--- config.mk ---
export PLATFORM = sky130hd
export DESIGN_NAME = rv_core_top
export DESIGN_NICKNAME = d
export VERILOG_FILES = /design/src/common/rv_core_pkg.sv /design/src/hdl/rv_core_top.sv /design/src/hdl/rv_writeback.sv /design/src/hdl/rv_alu_exec.sv /design/src/hdl/rv_decoder.sv /design/src/hdl/rv_csr_file.sv /design/src/hdl/rv_regfile.sv
export SDC_FILE = /design/constraint.sdc
export NUM_CORES = 2
export LEC_CHECK = 0
export ABC_AREA = 1
export BUFFER_PORTS_ARGS = -buffer_cell sky130_fd_sc_hd__buf_4
export CAP_MARGIN = 20
export CORE_MARGIN = 5
export CORE_UTILIZATION = 45
export CTS_CLUSTER_DIAMETER = 50
export CTS_CLUSTER_SIZE = 8
export DETAILED_ROUTE_END_ITERATION = 6
export GPL_ROUTABILITY_DRIVEN = 0
export MAX_ROUTING_LAYER = met4
export PLACE_DENSITY = 0.6
export SYNTH_ARGS = -nofsm -noshare
export SYNTH_HDL_FRONTEND = slang
export SYNTH_SLANG_ARGS = --single-unit
--- constraint.sdc ---
create_clock -name i_clock -period 38.9 [get_ports i_clock]
set_clock_uncertainty 0.1 [all_clocks]
set_input_delay 3.89 -clock i_clock [delete_from_list [all_inputs] [get_ports i_clock]]
set_output_delay 3.89 -clock i_clock [all_outputs]
set_load 0.005 [all_outputs]
--- src/common/rv_core_pkg.sv ---
package rv_core_pkg;

  typedef logic [31:0] word_t;
  typedef logic [4:0]  reg_addr_t;
  typedef logic [11:0] csr_addr_t;

  // major opcode field of the supported RV32I instructions
  typedef enum logic [6:0] {
    opc_op_imm = 7'b0010011,
    opc_op     = 7'b0110011,
    opc_lui    = 7'b0110111,
    opc_auipc  = 7'b0010111,
    opc_jal    = 7'b1101111,
    opc_jalr   = 7'b1100111,
    opc_branch = 7'b1100011,
    opc_system = 7'b1110011
  } opcode_e;

  typedef enum logic [3:0] {
    op_alu_imm,
    op_alu_reg,
    op_lui,
    op_auipc,
    op_jal,
    op_jalr,
    op_branch,
    op_csrrw,
    op_ecall,
    op_mret,
    op_nop
  } op_class_e;

  typedef enum logic [1:0] {
    alu_add,
    alu_sub,
    alu_pass_b
  } alu_op_e;

  typedef enum logic [1:0] {
    st_idle,
    st_decode,
    st_execute,
    st_writeback
  } core_state_e;

  localparam csr_addr_t csr_mtvec  = 12'h305;
  localparam csr_addr_t csr_mepc   = 12'h341;
  localparam csr_addr_t csr_mcause = 12'h342;

  localparam word_t cause_ecall_m = 32'd11; // environment call from M-mode

endpackage
--- src/hdl/rv_core_top.sv ---
`timescale 1ns/1ps

module rv_core_top
  import rv_core_pkg::*;
#(
  parameter word_t reset_pc    = 32'h0,
  parameter word_t reset_mtvec = 32'h100
) (
  input  logic      i_clock,
  input  logic      i_reset,
  input  logic      i_inst_valid,
  input  word_t     i_inst,
  output logic      o_inst_ready,
  output logic      o_wb_valid,
  output logic      o_rd_wen,
  output reg_addr_t o_rd_addr,
  output word_t     o_rd_wdata,
  output word_t     o_pc
);

  logic      dec_valid;
  op_class_e dec_op_class;
  alu_op_e   dec_alu_op;
  reg_addr_t dec_rd_addr;
  reg_addr_t dec_rs1_addr;
  reg_addr_t dec_rs2_addr;
  word_t     dec_imm;
  csr_addr_t dec_csr_addr;
  word_t     rs1_data;
  word_t     rs2_data;
  csr_addr_t csr_addr;
  word_t     csr_rdata;
  word_t     mepc;
  word_t     mtvec;
  logic      ex_valid;
  word_t     ex_res;
  word_t     ex_pc_next;
  logic      ex_wen;
  logic      ex_csr_wen;
  word_t     ex_csr_wdata;
  logic      ex_brch;
  logic      ex_jal;
  logic      ex_jalr;
  logic      ex_ecall;
  logic      ex_mret;
  word_t     wb_pc_next;
  word_t     wb_csr_wdata;
  logic      wb_csr_wen;
  csr_addr_t wb_csr_addr;
  logic      wb_pc_update;
  word_t     pc_q;

  // the pc register always holds the pc of the instruction in flight
  always_ff @(posedge i_clock or posedge i_reset) begin
    if (i_reset) begin
      pc_q <= reset_pc;
    end else if (o_wb_valid) begin
      pc_q <= wb_pc_update ? wb_pc_next : pc_q + 32'd4;
    end
  end

  assign o_pc     = o_wb_valid ? wb_pc_next : pc_q; // shows the committed pc on retirement
  assign csr_addr = wb_csr_wen ? wb_csr_addr : dec_csr_addr;

  rv_decoder u_decoder (
    .clock        (i_clock),
    .reset        (i_reset),
    .i_inst_valid (i_inst_valid),
    .i_inst       (i_inst),
    .i_wb_done    (o_wb_valid),
    .o_inst_ready (o_inst_ready),
    .o_valid      (dec_valid),
    .o_op_class   (dec_op_class),
    .o_alu_op     (dec_alu_op),
    .o_rd_addr    (dec_rd_addr),
    .o_rs1_addr   (dec_rs1_addr),
    .o_rs2_addr   (dec_rs2_addr),
    .o_imm        (dec_imm),
    .o_csr_addr   (dec_csr_addr)
  );

  rv_regfile u_regfile (
    .clock      (i_clock),
    .reset      (i_reset),
    .i_rs1_addr (dec_rs1_addr),
    .i_rs2_addr (dec_rs2_addr),
    .i_wen      (o_rd_wen),
    .i_rd_addr  (o_rd_addr),
    .i_rd_wdata (o_rd_wdata),
    .o_rs1_data (rs1_data),
    .o_rs2_data (rs2_data)
  );

  rv_csr_file #(
    .reset_mtvec (reset_mtvec)
  ) u_csr_file (
    .clock       (i_clock),
    .reset       (i_reset),
    .i_csr_addr  (csr_addr),
    .i_csr_wen   (wb_csr_wen),
    .i_csr_wdata (wb_csr_wdata),
    .i_ecall     (ex_valid && ex_ecall),
    .i_trap_pc   (pc_q),
    .o_csr_rdata (csr_rdata),
    .o_mepc      (mepc),
    .o_mtvec     (mtvec)
  );

  rv_alu_exec u_alu_exec (
    .clock       (i_clock),
    .reset       (i_reset),
    .i_valid     (dec_valid),
    .i_op_class  (dec_op_class),
    .i_alu_op    (dec_alu_op),
    .i_rs1_data  (rs1_data),
    .i_rs2_data  (rs2_data),
    .i_imm       (dec_imm),
    .i_pc        (pc_q),
    .i_csr_rdata (csr_rdata),
    .o_valid     (ex_valid),
    .o_res       (ex_res),
    .o_pc_next   (ex_pc_next),
    .o_wen       (ex_wen),
    .o_csr_wen   (ex_csr_wen),
    .o_csr_wdata (ex_csr_wdata),
    .o_brch      (ex_brch),
    .o_jal       (ex_jal),
    .o_jalr      (ex_jalr),
    .o_ecall     (ex_ecall),
    .o_mret      (ex_mret)
  );

  rv_writeback u_writeback (
    .clock         (i_clock),
    .reset         (i_reset),
    .i_pre_valid   (ex_valid),
    .i_wen         (ex_wen),
    .i_rd_addr     (dec_rd_addr),
    .i_csr_addr    (dec_csr_addr),
    .i_csr_wen     (ex_csr_wen),
    .i_csr_wdata   (ex_csr_wdata),
    .i_brch        (ex_brch),
    .i_jal         (ex_jal),
    .i_jalr        (ex_jalr),
    .i_ecall       (ex_ecall),
    .i_mret        (ex_mret),
    .i_pc_next     (ex_pc_next),
    .i_mepc        (mepc),
    .i_mtvec       (mtvec),
    .i_res         (ex_res),
    .o_pc_next     (wb_pc_next),
    .o_rd_wdata    (o_rd_wdata),
    .o_csr_wdata   (wb_csr_wdata),
    .o_wbu_wen     (o_rd_wen),
    .o_wbu_csr_wen (wb_csr_wen),
    .o_rd_addr     (o_rd_addr),
    .o_csr_addr    (wb_csr_addr),
    .o_pc_update   (wb_pc_update),
    .o_wb_valid    (o_wb_valid)
  );

endmodule

--- src/hdl/rv_writeback.sv ---
`timescale 1ns/1ps

module rv_writeback
  import rv_core_pkg::*;
(
  input  logic      clock,
  input  logic      reset,
  input  logic      i_pre_valid,
  input  logic      i_wen,
  input  reg_addr_t i_rd_addr,
  input  csr_addr_t i_csr_addr,
  input  logic      i_csr_wen,
  input  word_t     i_csr_wdata,
  input  logic      i_brch,
  input  logic      i_jal,
  input  logic      i_jalr,
  input  logic      i_ecall,
  input  logic      i_mret,
  input  word_t     i_pc_next,
  input  word_t     i_mepc,
  input  word_t     i_mtvec,
  input  word_t     i_res,
  output word_t     o_pc_next,
  output word_t     o_rd_wdata,
  output word_t     o_csr_wdata,
  output logic      o_wbu_wen,
  output logic      o_wbu_csr_wen,
  output reg_addr_t o_rd_addr,
  output csr_addr_t o_csr_addr,
  output logic      o_pc_update,
  output logic      o_wb_valid
);

  word_t pc_sel;

  // jumps and taken branches already carry their target in i_pc_next
  assign pc_sel = i_ecall ? i_mtvec :
                  i_mret  ? i_mepc  :
                  i_pc_next;

  always_ff @(posedge clock or posedge reset) begin
    if (reset) begin
      o_wb_valid    <= 1'b0;
      o_wbu_wen     <= 1'b0;
      o_wbu_csr_wen <= 1'b0;
      o_pc_update   <= 1'b0;
    end else begin
      o_wb_valid    <= i_pre_valid;
      o_wbu_wen     <= i_pre_valid && i_wen;
      o_wbu_csr_wen <= i_pre_valid && i_csr_wen;
      o_pc_update   <= i_pre_valid && (i_jal || i_jalr || i_brch || i_ecall || i_mret);
    end
  end

  always_ff @(posedge clock) begin
    if (i_pre_valid) begin
      o_pc_next   <= pc_sel;
      o_rd_wdata  <= i_res;
      o_csr_wdata <= i_csr_wdata;
      o_rd_addr   <= i_rd_addr;
      o_csr_addr  <= i_csr_addr;
    end
  end

endmodule

--- src/hdl/rv_alu_exec.sv ---
`timescale 1ns/1ps

module rv_alu_exec
  import rv_core_pkg::*;
(
  input  logic      clock,
  input  logic      reset,
  input  logic      i_valid,
  input  op_class_e i_op_class,
  input  alu_op_e   i_alu_op,
  input  word_t     i_rs1_data,
  input  word_t     i_rs2_data,
  input  word_t     i_imm,
  input  word_t     i_pc,
  input  word_t     i_csr_rdata,
  output logic      o_valid,
  output word_t     o_res,
  output word_t     o_pc_next,
  output logic      o_wen,
  output logic      o_csr_wen,
  output word_t     o_csr_wdata,
  output logic      o_brch,
  output logic      o_jal,
  output logic      o_jalr,
  output logic      o_ecall,
  output logic      o_mret
);

  word_t op_a;
  word_t op_b;
  word_t alu_res;
  word_t pc_seq;
  word_t res_d;
  word_t pc_next_d;
  logic  use_imm;
  logic  taken;

  assign pc_seq  = i_pc + 32'd4;
  assign use_imm = i_op_class inside {op_alu_imm, op_lui, op_auipc};
  assign op_a    = (i_op_class == op_auipc) ? i_pc : i_rs1_data;
  assign op_b    = use_imm ? i_imm : i_rs2_data;

  always_comb begin
    case (i_alu_op)
      alu_sub:    alu_res = op_a - op_b;
      alu_pass_b: alu_res = op_b;
      default:    alu_res = op_a + op_b;
    endcase
  end

  // alu_sub marks BEQ, alu_pass_b marks BNE
  assign taken = (i_op_class == op_branch) &&
                 ((i_alu_op == alu_sub) ? (i_rs1_data == i_rs2_data)
                                        : (i_rs1_data != i_rs2_data));

  always_comb begin
    case (i_op_class)
      op_jal, op_jalr: res_d = pc_seq; // link value
      op_csrrw:        res_d = i_csr_rdata;
      default:         res_d = alu_res;
    endcase
  end

  always_comb begin
    pc_next_d = pc_seq; // ECALL and MRET targets are picked in writeback
    if (i_op_class == op_jal || taken) begin
      pc_next_d = i_pc + i_imm;
    end else if (i_op_class == op_jalr) begin
      pc_next_d = (i_rs1_data + i_imm) & ~32'd1;
    end
  end

  always_ff @(posedge clock or posedge reset) begin
    if (reset) begin
      o_valid <= 1'b0;
    end else begin
      o_valid <= i_valid;
    end
  end

  always_ff @(posedge clock) begin
    if (i_valid) begin
      o_res       <= res_d;
      o_pc_next   <= pc_next_d;
      o_wen       <= i_op_class inside {op_alu_imm, op_alu_reg, op_lui, op_auipc,
                                        op_jal, op_jalr, op_csrrw};
      o_csr_wen   <= (i_op_class == op_csrrw);
      o_csr_wdata <= i_rs1_data;
      o_brch      <= taken;
      o_jal       <= (i_op_class == op_jal);
      o_jalr      <= (i_op_class == op_jalr);
      o_ecall     <= (i_op_class == op_ecall);
      o_mret      <= (i_op_class == op_mret);
    end
  end

endmodule

--- src/hdl/rv_decoder.sv ---
`timescale 1ns/1ps

module rv_decoder
  import rv_core_pkg::*;
(
  input  logic      clock,
  input  logic      reset,
  input  logic      i_inst_valid,
  input  word_t     i_inst,
  input  logic      i_wb_done,
  output logic      o_inst_ready,
  output logic      o_valid,
  output op_class_e o_op_class,
  output alu_op_e   o_alu_op,
  output reg_addr_t o_rd_addr,
  output reg_addr_t o_rs1_addr,
  output reg_addr_t o_rs2_addr,
  output word_t     o_imm,
  output csr_addr_t o_csr_addr
);

  localparam logic [11:0] funct12_ecall = 12'h000;
  localparam logic [11:0] funct12_mret  = 12'h302;

  core_state_e state_q;
  word_t       inst_q;
  opcode_e     opcode;
  logic [2:0]  funct3;
  logic [6:0]  funct7;
  word_t       imm_i;
  word_t       imm_u;
  word_t       imm_j;
  word_t       imm_b;
  op_class_e   op_class;
  alu_op_e     alu_op;
  word_t       imm;

  assign o_inst_ready = (state_q == st_idle); // one instruction in flight at a time

  assign opcode = opcode_e'(inst_q[6:0]);
  assign funct3 = inst_q[14:12];
  assign funct7 = inst_q[31:25];

  assign imm_i = {{20{inst_q[31]}}, inst_q[31:20]};
  assign imm_u = {inst_q[31:12], 12'b0};
  assign imm_j = {{12{inst_q[31]}}, inst_q[19:12], inst_q[20], inst_q[30:21], 1'b0};
  assign imm_b = {{20{inst_q[31]}}, inst_q[7], inst_q[30:25], inst_q[11:8], 1'b0};

  // anything not recognised falls through as op_nop and simply retires
  always_comb begin
    op_class = op_nop;
    alu_op   = alu_add;
    imm      = imm_i;
    case (opcode)
      opc_op_imm: begin
        if (funct3 == 3'b000) begin
          op_class = op_alu_imm;
        end
      end
      opc_op: begin
        if (funct3 == 3'b000 && funct7 == 7'b0000000) begin
          op_class = op_alu_reg;
        end else if (funct3 == 3'b000 && funct7 == 7'b0100000) begin
          op_class = op_alu_reg;
          alu_op   = alu_sub;
        end
      end
      opc_lui: begin
        op_class = op_lui;
        alu_op   = alu_pass_b;
        imm      = imm_u;
      end
      opc_auipc: begin
        op_class = op_auipc;
        imm      = imm_u;
      end
      opc_jal: begin
        op_class = op_jal;
        imm      = imm_j;
      end
      opc_jalr: begin
        if (funct3 == 3'b000) begin
          op_class = op_jalr;
        end
      end
      opc_branch: begin
        imm = imm_b;
        // the branch sense rides on the alu op, sub means BEQ and pass_b means BNE
        if (funct3 == 3'b000) begin
          op_class = op_branch;
          alu_op   = alu_sub;
        end else if (funct3 == 3'b001) begin
          op_class = op_branch;
          alu_op   = alu_pass_b;
        end
      end
      opc_system: begin
        if (funct3 == 3'b001 && inst_q[31:20] inside {csr_mepc, csr_mtvec, csr_mcause}) begin
          op_class = op_csrrw;
        end else if (funct3 == 3'b000 && inst_q[31:20] == funct12_ecall) begin
          op_class = op_ecall;
        end else if (funct3 == 3'b000 && inst_q[31:20] == funct12_mret) begin
          op_class = op_mret;
        end
      end
      default: begin
      end
    endcase
  end

  always_ff @(posedge clock or posedge reset) begin
    if (reset) begin
      state_q <= st_idle;
      o_valid <= 1'b0;
    end else begin
      o_valid <= (state_q == st_decode); // single cycle strobe toward execute
      case (state_q)
        st_idle: begin
          if (i_inst_valid) begin
            state_q <= st_decode;
          end
        end
        st_decode:    state_q <= st_execute;
        st_execute:   state_q <= st_writeback;
        st_writeback: begin
          if (i_wb_done) begin
            state_q <= st_idle;
          end
        end
        default:      state_q <= st_idle;
      endcase
    end
  end

  always_ff @(posedge clock) begin
    if (o_inst_ready && i_inst_valid) begin
      inst_q <= i_inst;
    end
    if (state_q == st_decode) begin
      o_op_class <= op_class;
      o_alu_op   <= alu_op;
      o_rd_addr  <= inst_q[11:7];
      o_rs1_addr <= inst_q[19:15];
      o_rs2_addr <= inst_q[24:20];
      o_imm      <= imm;
      o_csr_addr <= inst_q[31:20];
    end
  end

endmodule

--- src/hdl/rv_csr_file.sv ---
`timescale 1ns/1ps

module rv_csr_file
  import rv_core_pkg::*;
#(
  parameter word_t reset_mtvec = 32'h100
) (
  input  logic      clock,
  input  logic      reset,
  input  csr_addr_t i_csr_addr,
  input  logic      i_csr_wen,
  input  word_t     i_csr_wdata,
  input  logic      i_ecall,
  input  word_t     i_trap_pc,
  output word_t     o_csr_rdata,
  output word_t     o_mepc,
  output word_t     o_mtvec
);

  word_t mepc_q;
  word_t mtvec_q;
  word_t mcause_q;

  always_ff @(posedge clock or posedge reset) begin
    if (reset) begin
      mepc_q   <= '0;
      mtvec_q  <= reset_mtvec;
      mcause_q <= '0;
    end else if (i_ecall) begin
      // trap entry saves the pc of the ECALL itself
      mepc_q   <= i_trap_pc;
      mcause_q <= cause_ecall_m;
    end else if (i_csr_wen) begin
      case (i_csr_addr)
        csr_mepc:   mepc_q   <= i_csr_wdata;
        csr_mtvec:  mtvec_q  <= i_csr_wdata;
        csr_mcause: mcause_q <= i_csr_wdata;
        default: begin
        end
      endcase
    end
  end

  // read is combinational so CSRRW sees the value before its own write
  always_comb begin
    case (i_csr_addr)
      csr_mepc:   o_csr_rdata = mepc_q;
      csr_mtvec:  o_csr_rdata = mtvec_q;
      csr_mcause: o_csr_rdata = mcause_q;
      default:    o_csr_rdata = '0;
    endcase
  end

  assign o_mepc  = mepc_q;
  assign o_mtvec = mtvec_q;

endmodule

--- src/hdl/rv_regfile.sv ---
`timescale 1ns/1ps

module rv_regfile
  import rv_core_pkg::*;
(
  input  logic      clock,
  input  logic      reset,
  input  reg_addr_t i_rs1_addr,
  input  reg_addr_t i_rs2_addr,
  input  logic      i_wen,
  input  reg_addr_t i_rd_addr,
  input  word_t     i_rd_wdata,
  output word_t     o_rs1_data,
  output word_t     o_rs2_data
);

  word_t regs [32];

  always_ff @(posedge clock or posedge reset) begin
    if (reset) begin
      for (int i = 0; i < 32; i++) begin
        regs[i] <= '0;
      end
    end else if (i_wen && i_rd_addr != '0) begin // x0 writes are dropped
      regs[i_rd_addr] <= i_rd_wdata;
    end
  end

  assign o_rs1_data = (i_rs1_addr == '0) ? '0 : regs[i_rs1_addr];
  assign o_rs2_data = (i_rs2_addr == '0) ? '0 : regs[i_rs2_addr];

endmodule

# Yosys cells after proc, flatten, opt, wreduce, memory -nomap -nowiden
# Index checks and enable logic that the tools add are counted.
# Widths: inputs -> output; s select.
[op_classes]
n_mul = 0
n_lt_le_gt_ge = 4
shifts = 0
div_mod_pow = 0
bitwise_logic = 4
reduce_logical = 38
n_mux = 49
eq_ne = 35
addsub = 5
[ops]
columns = ["cell", "n"]
rows = [
  ["$bwmux 1024", 1],
  ["$mux 32", 21],
  ["$bmux 32 s5", 2],
  ["$demux 32 s5", 1],
  ["$pmux 32 s2", 2],
  ["$add 32x32->32", 3],
  ["$pmux 32 s3", 1],
  ["$pmux 31 s3", 1],
  ["$eq 12x10->1 const B", 7],
  ["$add 32x3->32 const B", 1],
  ["$eq 32x32->1", 1],
  ["$mux 4", 8],
  ["$ne 32x32->1", 1],
  ["$pmux 4 s8", 1],
  ["$sub 32x32->32", 1],
  ["$eq 7x7->1 const B", 4],
  ["$eq 7x6->1 const B", 3],
  ["$ge 6x6->1 const B", 3],
  ["$not 5->6", 3],
  ["$eq 4x3->1 const B", 4],
  ["$eq 7x5->1 const B", 2],
  ["$logic_and 1x1->1", 13],
  ["$logic_not 12->1", 1],
  ["$mux 12", 1],
  ["other kinds (27)", 49],
]
[totals]
in_bits = 35
wordCells = 201
memories = 0
reg_bits = 1473
mem_bits_ro = 0
ram_bits = 0
latchBits = 0

# Longest topological paths before layout
[depth]
depth_word = 10
depth_mapped = 37
mapped_depth_nobuf = 33

# Hierarchy
# From an unflattened synthesis, not the netlist that was laid out.
[unflattened]
hier_cells = 12189
area_unflattened_um2 = 85944.9
[by_module_without_submodules]
columns = ["mod", "seq_area_each_um2", "area_each_um2", "n_inst", "cells_each"]
rows = [
  ["rv_regfile", 25624.6, 56475.4, 1, 8331],
  ["rv_alu_exec", 3118.0, 13210.2, 1, 2060],
  ["rv_csr_file", 2403.6, 5253.8, 1, 735],
  ["rv_writeback", 3493.4, 4469.3, 1, 335],
  ["rv_decoder", 2807.7, 3732.3, 1, 274],
  ["rv_core_top", 800.8, 2803.9, 1, 454],
]

# Least setup slack after synthesis
# No wires, ideal clock.
[synth_path]
kind = "flip-flop to output port"
startpoint = "register u_writeback.o_wb_valid"
endpoint = "output o_pc[11]"
path_stages_with_launch = 5
setup_slack_ps = 33805
arrival_ps = 1105
required_ps = 34910
cell_sequence = "dfrtp_1 -> clkbuf_1 -> clkbuf_1 -> nand2_1 -> o21ai_0"
[synth_between]
elab_chain_len = 1
[synth_rtl]
columns = ["element", "line_no", "text"]
rows = [
  ["start: declaration", "rv_writeback.sv:31", "output logic o_wb_valid"],
  ["start signal: assignment", "rv_writeback.sv:48", "o_wb_valid <= i_pre_valid;"],
  ["$mux 32", "rv_core_top.sv:62", "assign o_pc = o_wb_valid ? wb_pc_next : pc_q;"],
  ["end: declaration", "rv_core_top.sv:18", "output word_t o_pc"],
]
# No other way between the ends.

# Final worst setup path
[layout_path]
startpoint = "register u_decoder.o_csr_addr[0]"
endpoint = "register u_alu_exec.o_res[25] (data pin)"
[layout_between]
elab_chain_len = 4
word_cells_on_any_way = 6
[layout_rtl]
columns = ["element", "line_no", "text"]
rows = [
  ["start: declaration", "rv_decoder.sv:19", "output csr_addr_t o_csr_addr"],
  ["start signal: assignment", "rv_decoder.sv:146", "o_csr_addr <= inst_q[31:20];"],
  ["$mux 12 (*)", "rv_core_top.sv:63", "assign csr_addr = wb_csr_wen ? wb_csr_addr : dec_csr_addr;"],
  ["$eq 12x10->1", "rv_csr_file.sv:46", "case (i_csr_addr)"],
  ["$pmux 32 s3 (*)", "rv_csr_file.sv:46", ""],
  ["$pmux 32 s2 (*)", "rv_alu_exec.sv:57", "case (i_op_class)"],
  ["via u_alu_exec.res_d[25]", "rv_alu_exec.sv:33", "word_t res_d;"],
  ["end signal: assignment", "rv_alu_exec.sv:83", "o_res <= res_d;"],
  ["end: declaration", "rv_alu_exec.sv:17", "output word_t o_res,"],
]
# The timed path passes the listed nets; every way through them passes the cells marked *.
# A chain may end at the register's enable or synchronous reset.

==> flow_summary.json <==
{
  "outcome": "finished clean",
  "portBuffers": 106,
  "synthCells": 11150,
  "dpl-instance-area_sq_um": 84270,
  "initial_utilization_pct": 45.28,
  "antenna_left": 0,
  "crit_path_max_incr_delay_ps": 680,
  "cts_setup_buffers": 0,
  "worst-path-buf-inv": 8,
  "synthTopCellsByCount": "3927 x nand2_1, 1507 x nand3_1, 1159 x dfrtp_1",
  "dp.final_hpwl_um": 199500,
  "synth-seq-area-share_pct": 46.14,
  "tns_ps": 0,
  "avgRoutedWirePerCell_um": 25.35,
  "critPathKind": "reg -> reg",
  "via_count": 80720,
  "post-route-min-period_ps": 8159,
  "slowest_stage": "buf_4",
  "synthArstFlopShare_pct": 79.07,
  "clockBufferDepth": 3,
  "worstSetupEndpointType": "flip-flop",
  "worst_hold_path_type": "reg -> reg",
  "worst_skew_pair.late_latency_ps": 880,
  "coreArea_sq_um": 183100,
  "num_io_pins": 107,
  "dieWidth_um": 439.2,
  "syn_area_per_cell_sq_um": 7.433,
  "cp_max_fo": 148,
  "crit_path_start_kind": "flip-flop",
  "crit_family": "buffers and inverters",
  "drive_above_1_share_pct": 6.094,
  "htree_levels": 4,
  "syn2layout_area_growth_pct": 9.467,
  "maxSlewViolCount": 0,
  "gr-total-overflow": 0,
  "synth_top_cell_area_share_pct": 34.99,
  "core.rowCount": 157,
  "vias_per_cell": 6.046,
  "r2r_slack_ps": 30740,
  "ir_drop_mv": 0.05331,
  "worst_slew_pin_slew_ps": 1313,
  "rsz0062_at_grt": "false",
  "fmax_ghz": 0.1226,
  "grt_pass1_vias": 75880,
  "syn_nets": 11290,
  "power_leakage_nw": 39.69,
  "ys_types": 63,
  "cts_tree": "built",
  "crit_required_ps": 39400,
  "setup_viol": 0,
  "cts_resized": 0,
  "cts_root_buf": "clkbuf_16",
  "max-slew-margin-rel_pct": 12.44,
  "grt_max_degree": 188,
  "path_common_cell": "nand3_1",
  "hold_viol": 0,
  "chipHeight_um": 439.2,
  "postLayoutCellArea_sq_um": 90740,
  "drc": 0,
  "max_cap_violations": 0,
  "synthTopCellsByArea": "dfrtp_1 35%, nand2_1 18%, edfxtp_1 11%, nand3_1 9.1%, o21ai_0 6.7%",
  "ys.flop_type": "dfrtp_1",
  "power_density_nw_per_um2": 37.30,
  "grt_antenna_before_repair": 6,
  "drt_pass1_iterations": 7,
  "ys_seq_elements": 1467,
  "postCtsHoldBufs": 0,
  "synth_warnings": 0,
  "grt_usage_pct": 35.24,
  "grt_pass1_wl_um": 500100,
  "nets": 10900,
  "synth-edff-count": 307,
  "final_util_pct": 49.56,
  "final_min_period_over_clock_period_pct": 20.97,
  "cts_buffers": 214,
  "crit_arrival_ps": 8660,
  "cts.sinks": 1467,
  "fp.dieArea_sq_um": 192900,
  "synth_area_sq_um": 82900,
  "clk_pin_slew_ps": 50,
  "stdcell_count": 13350,
  "drt-initial-drc-count": 11880,
  "dp.cells": 13010,
  "wl_um": 338400,
  "synth_top_area_cell": "dfrtp_1",
  "yosysMostFrequentCell": "nand2_1"
}
==> stage by stage <==
step | power (mW) | setup WS, ps | hold slack (ps)
after floorplan | 1.615 | 2239 | 300.3
after global placement | 1.625 | 30850 | 285.8
after detailed placement | 1.625 | 30810 | 289.5
after CTS | 3.403 | 31020 | 300.6
after global routing | 3.471 | 30390 | 309.7
final | 3.384 | 30740 | 299.5
==> cell usage in the layout (no fill, tap or decap), types with 16 or more instances in the layout <==
cell	count
o211ai_1	89
nor2_2	23
nor2_1	558
nor4_1	16
xor2_1	101
clkbuf_16	216
buf_4	241
mux2_1	25
nand4_1	56
clkbuf_1	71
o21ai_0	1110
nand2_2	17
nand2_1	3904
o221ai_1	77
o21a_1	18
or2_2	39
a21oi_1	525
dfrtp_1	1156
buf_12	16
nand3_1	1506
edfxtp_1	307
inv_1	412
xnor2_1	34
nor3_1	41
nand3b_1	25
ha_1	97
==> worst paths after layout <==
| kind | startpoint | end | depth (start not counted) |
|---|---|---|---|
| max | u_decoder.o_csr_addr[0] | u_alu_exec.o_res[25] | 31 |
| min | u_regfile.regs[1002] | u_regfile.regs[1002] | 0 |
| max reg2reg | u_decoder.o_csr_addr[0] | u_alu_exec.o_res[25] | 31 |
| min reg2reg | u_regfile.regs[1002] | u_regfile.regs[1002] | 0 |
| max in group asynchronous | i_reset | u_regfile.regs[518] | 6 |
| min in group asynchronous | i_reset | u_regfile.regs[633] | 2 |
==> worst register-to-register path, delay by kind of cell, from the launching register on <==
| family | cells | cell delay [ps] |
|---|---|---|
| AOI/OAI and AO/OA | 9 | 2390 |
| buffers and inverters | 8 | 2840 |
| DFF | 1 | 500 |
| adders and majority gates | 2 | 590 |
| and+or+nand+nor | 12 | 1490 |
==> power by group <==
| part | internal [mW] | switching (mW) | leakage (nW) |
|---|---|---|---|
| clock | 1.05 | 0.732 | 3.04 |
| combinational | 0.00351 | 0.0258 | 17.5 |
| sequential | 1.57 | 0 | 19.2 |
==> registers in the layout, summed over array words and instances, names as in the netlist, 2 cells and up <==
signal / cells
u_regfile.regs: 1024
pc_q: 32
u_alu_exec.o_csr_wdata: 32
u_alu_exec.o_pc_next: 32
u_alu_exec.o_res: 32
u_csr_file.mcause_q: 32
u_csr_file.o_mepc: 32
u_csr_file.o_mtvec: 32
u_decoder.inst_q: 32
u_writeback.o_csr_wdata: 32
u_writeback.o_pc_next: 32
u_writeback.o_rd_wdata: 32
u_decoder.o_imm: 31
u_decoder.o_csr_addr: 12
u_writeback.o_csr_addr: 12
u_decoder.o_rd_addr: 5
u_decoder.o_rs1_addr: 5
u_writeback.o_rd_addr: 5
u_decoder.o_op_class: 4
u_decoder.o_alu_op: 2
u_decoder.state_q: 2
==> logic make-up (layout without fill, tap and decap cells) <==
kind of cell,count (synthesis),after routing,share of synthesized area [%]
AOI/OAI and AO/OA,1901,1901,12.42
DFF,1467,1467,46.14
xor gates and xnor gates,135,135,1.426
adders and majority gates,101,101,1.552
and+or+nand+nor,6220,6220,31.12
buffers and inverters,1296,1023,6.895
muxes,33,33,0.4468
other,0,6,0
==> layout make-up <==
cell class,instances,area [sq um]
tap,2464,3083
sequential,1467,38260
clock inverter,30,489.2
antenna,6,15.01
fill,17840,92340
multi-input combinational,8390,39140
inverter,433,1679
clock buffer,298,5823
timing repair buffer,262,2255
==> per-layer routing <==
layer / wire length (um) / vias to the layer above / track usage, % / part of all wire [%]
met5: 0 / - / - / 0
met3: 38460 / 1063 / 7.706 / 11
met1: 135200 / 38400 / 46.78 / 40
met2: 144000 / 5140 / 50.67 / 43
li1: - / 36120 / - / -
met4: 20670 / 0 / 18.35 / 6.1
No activity file was read; power rests on OpenSTA's default activity.
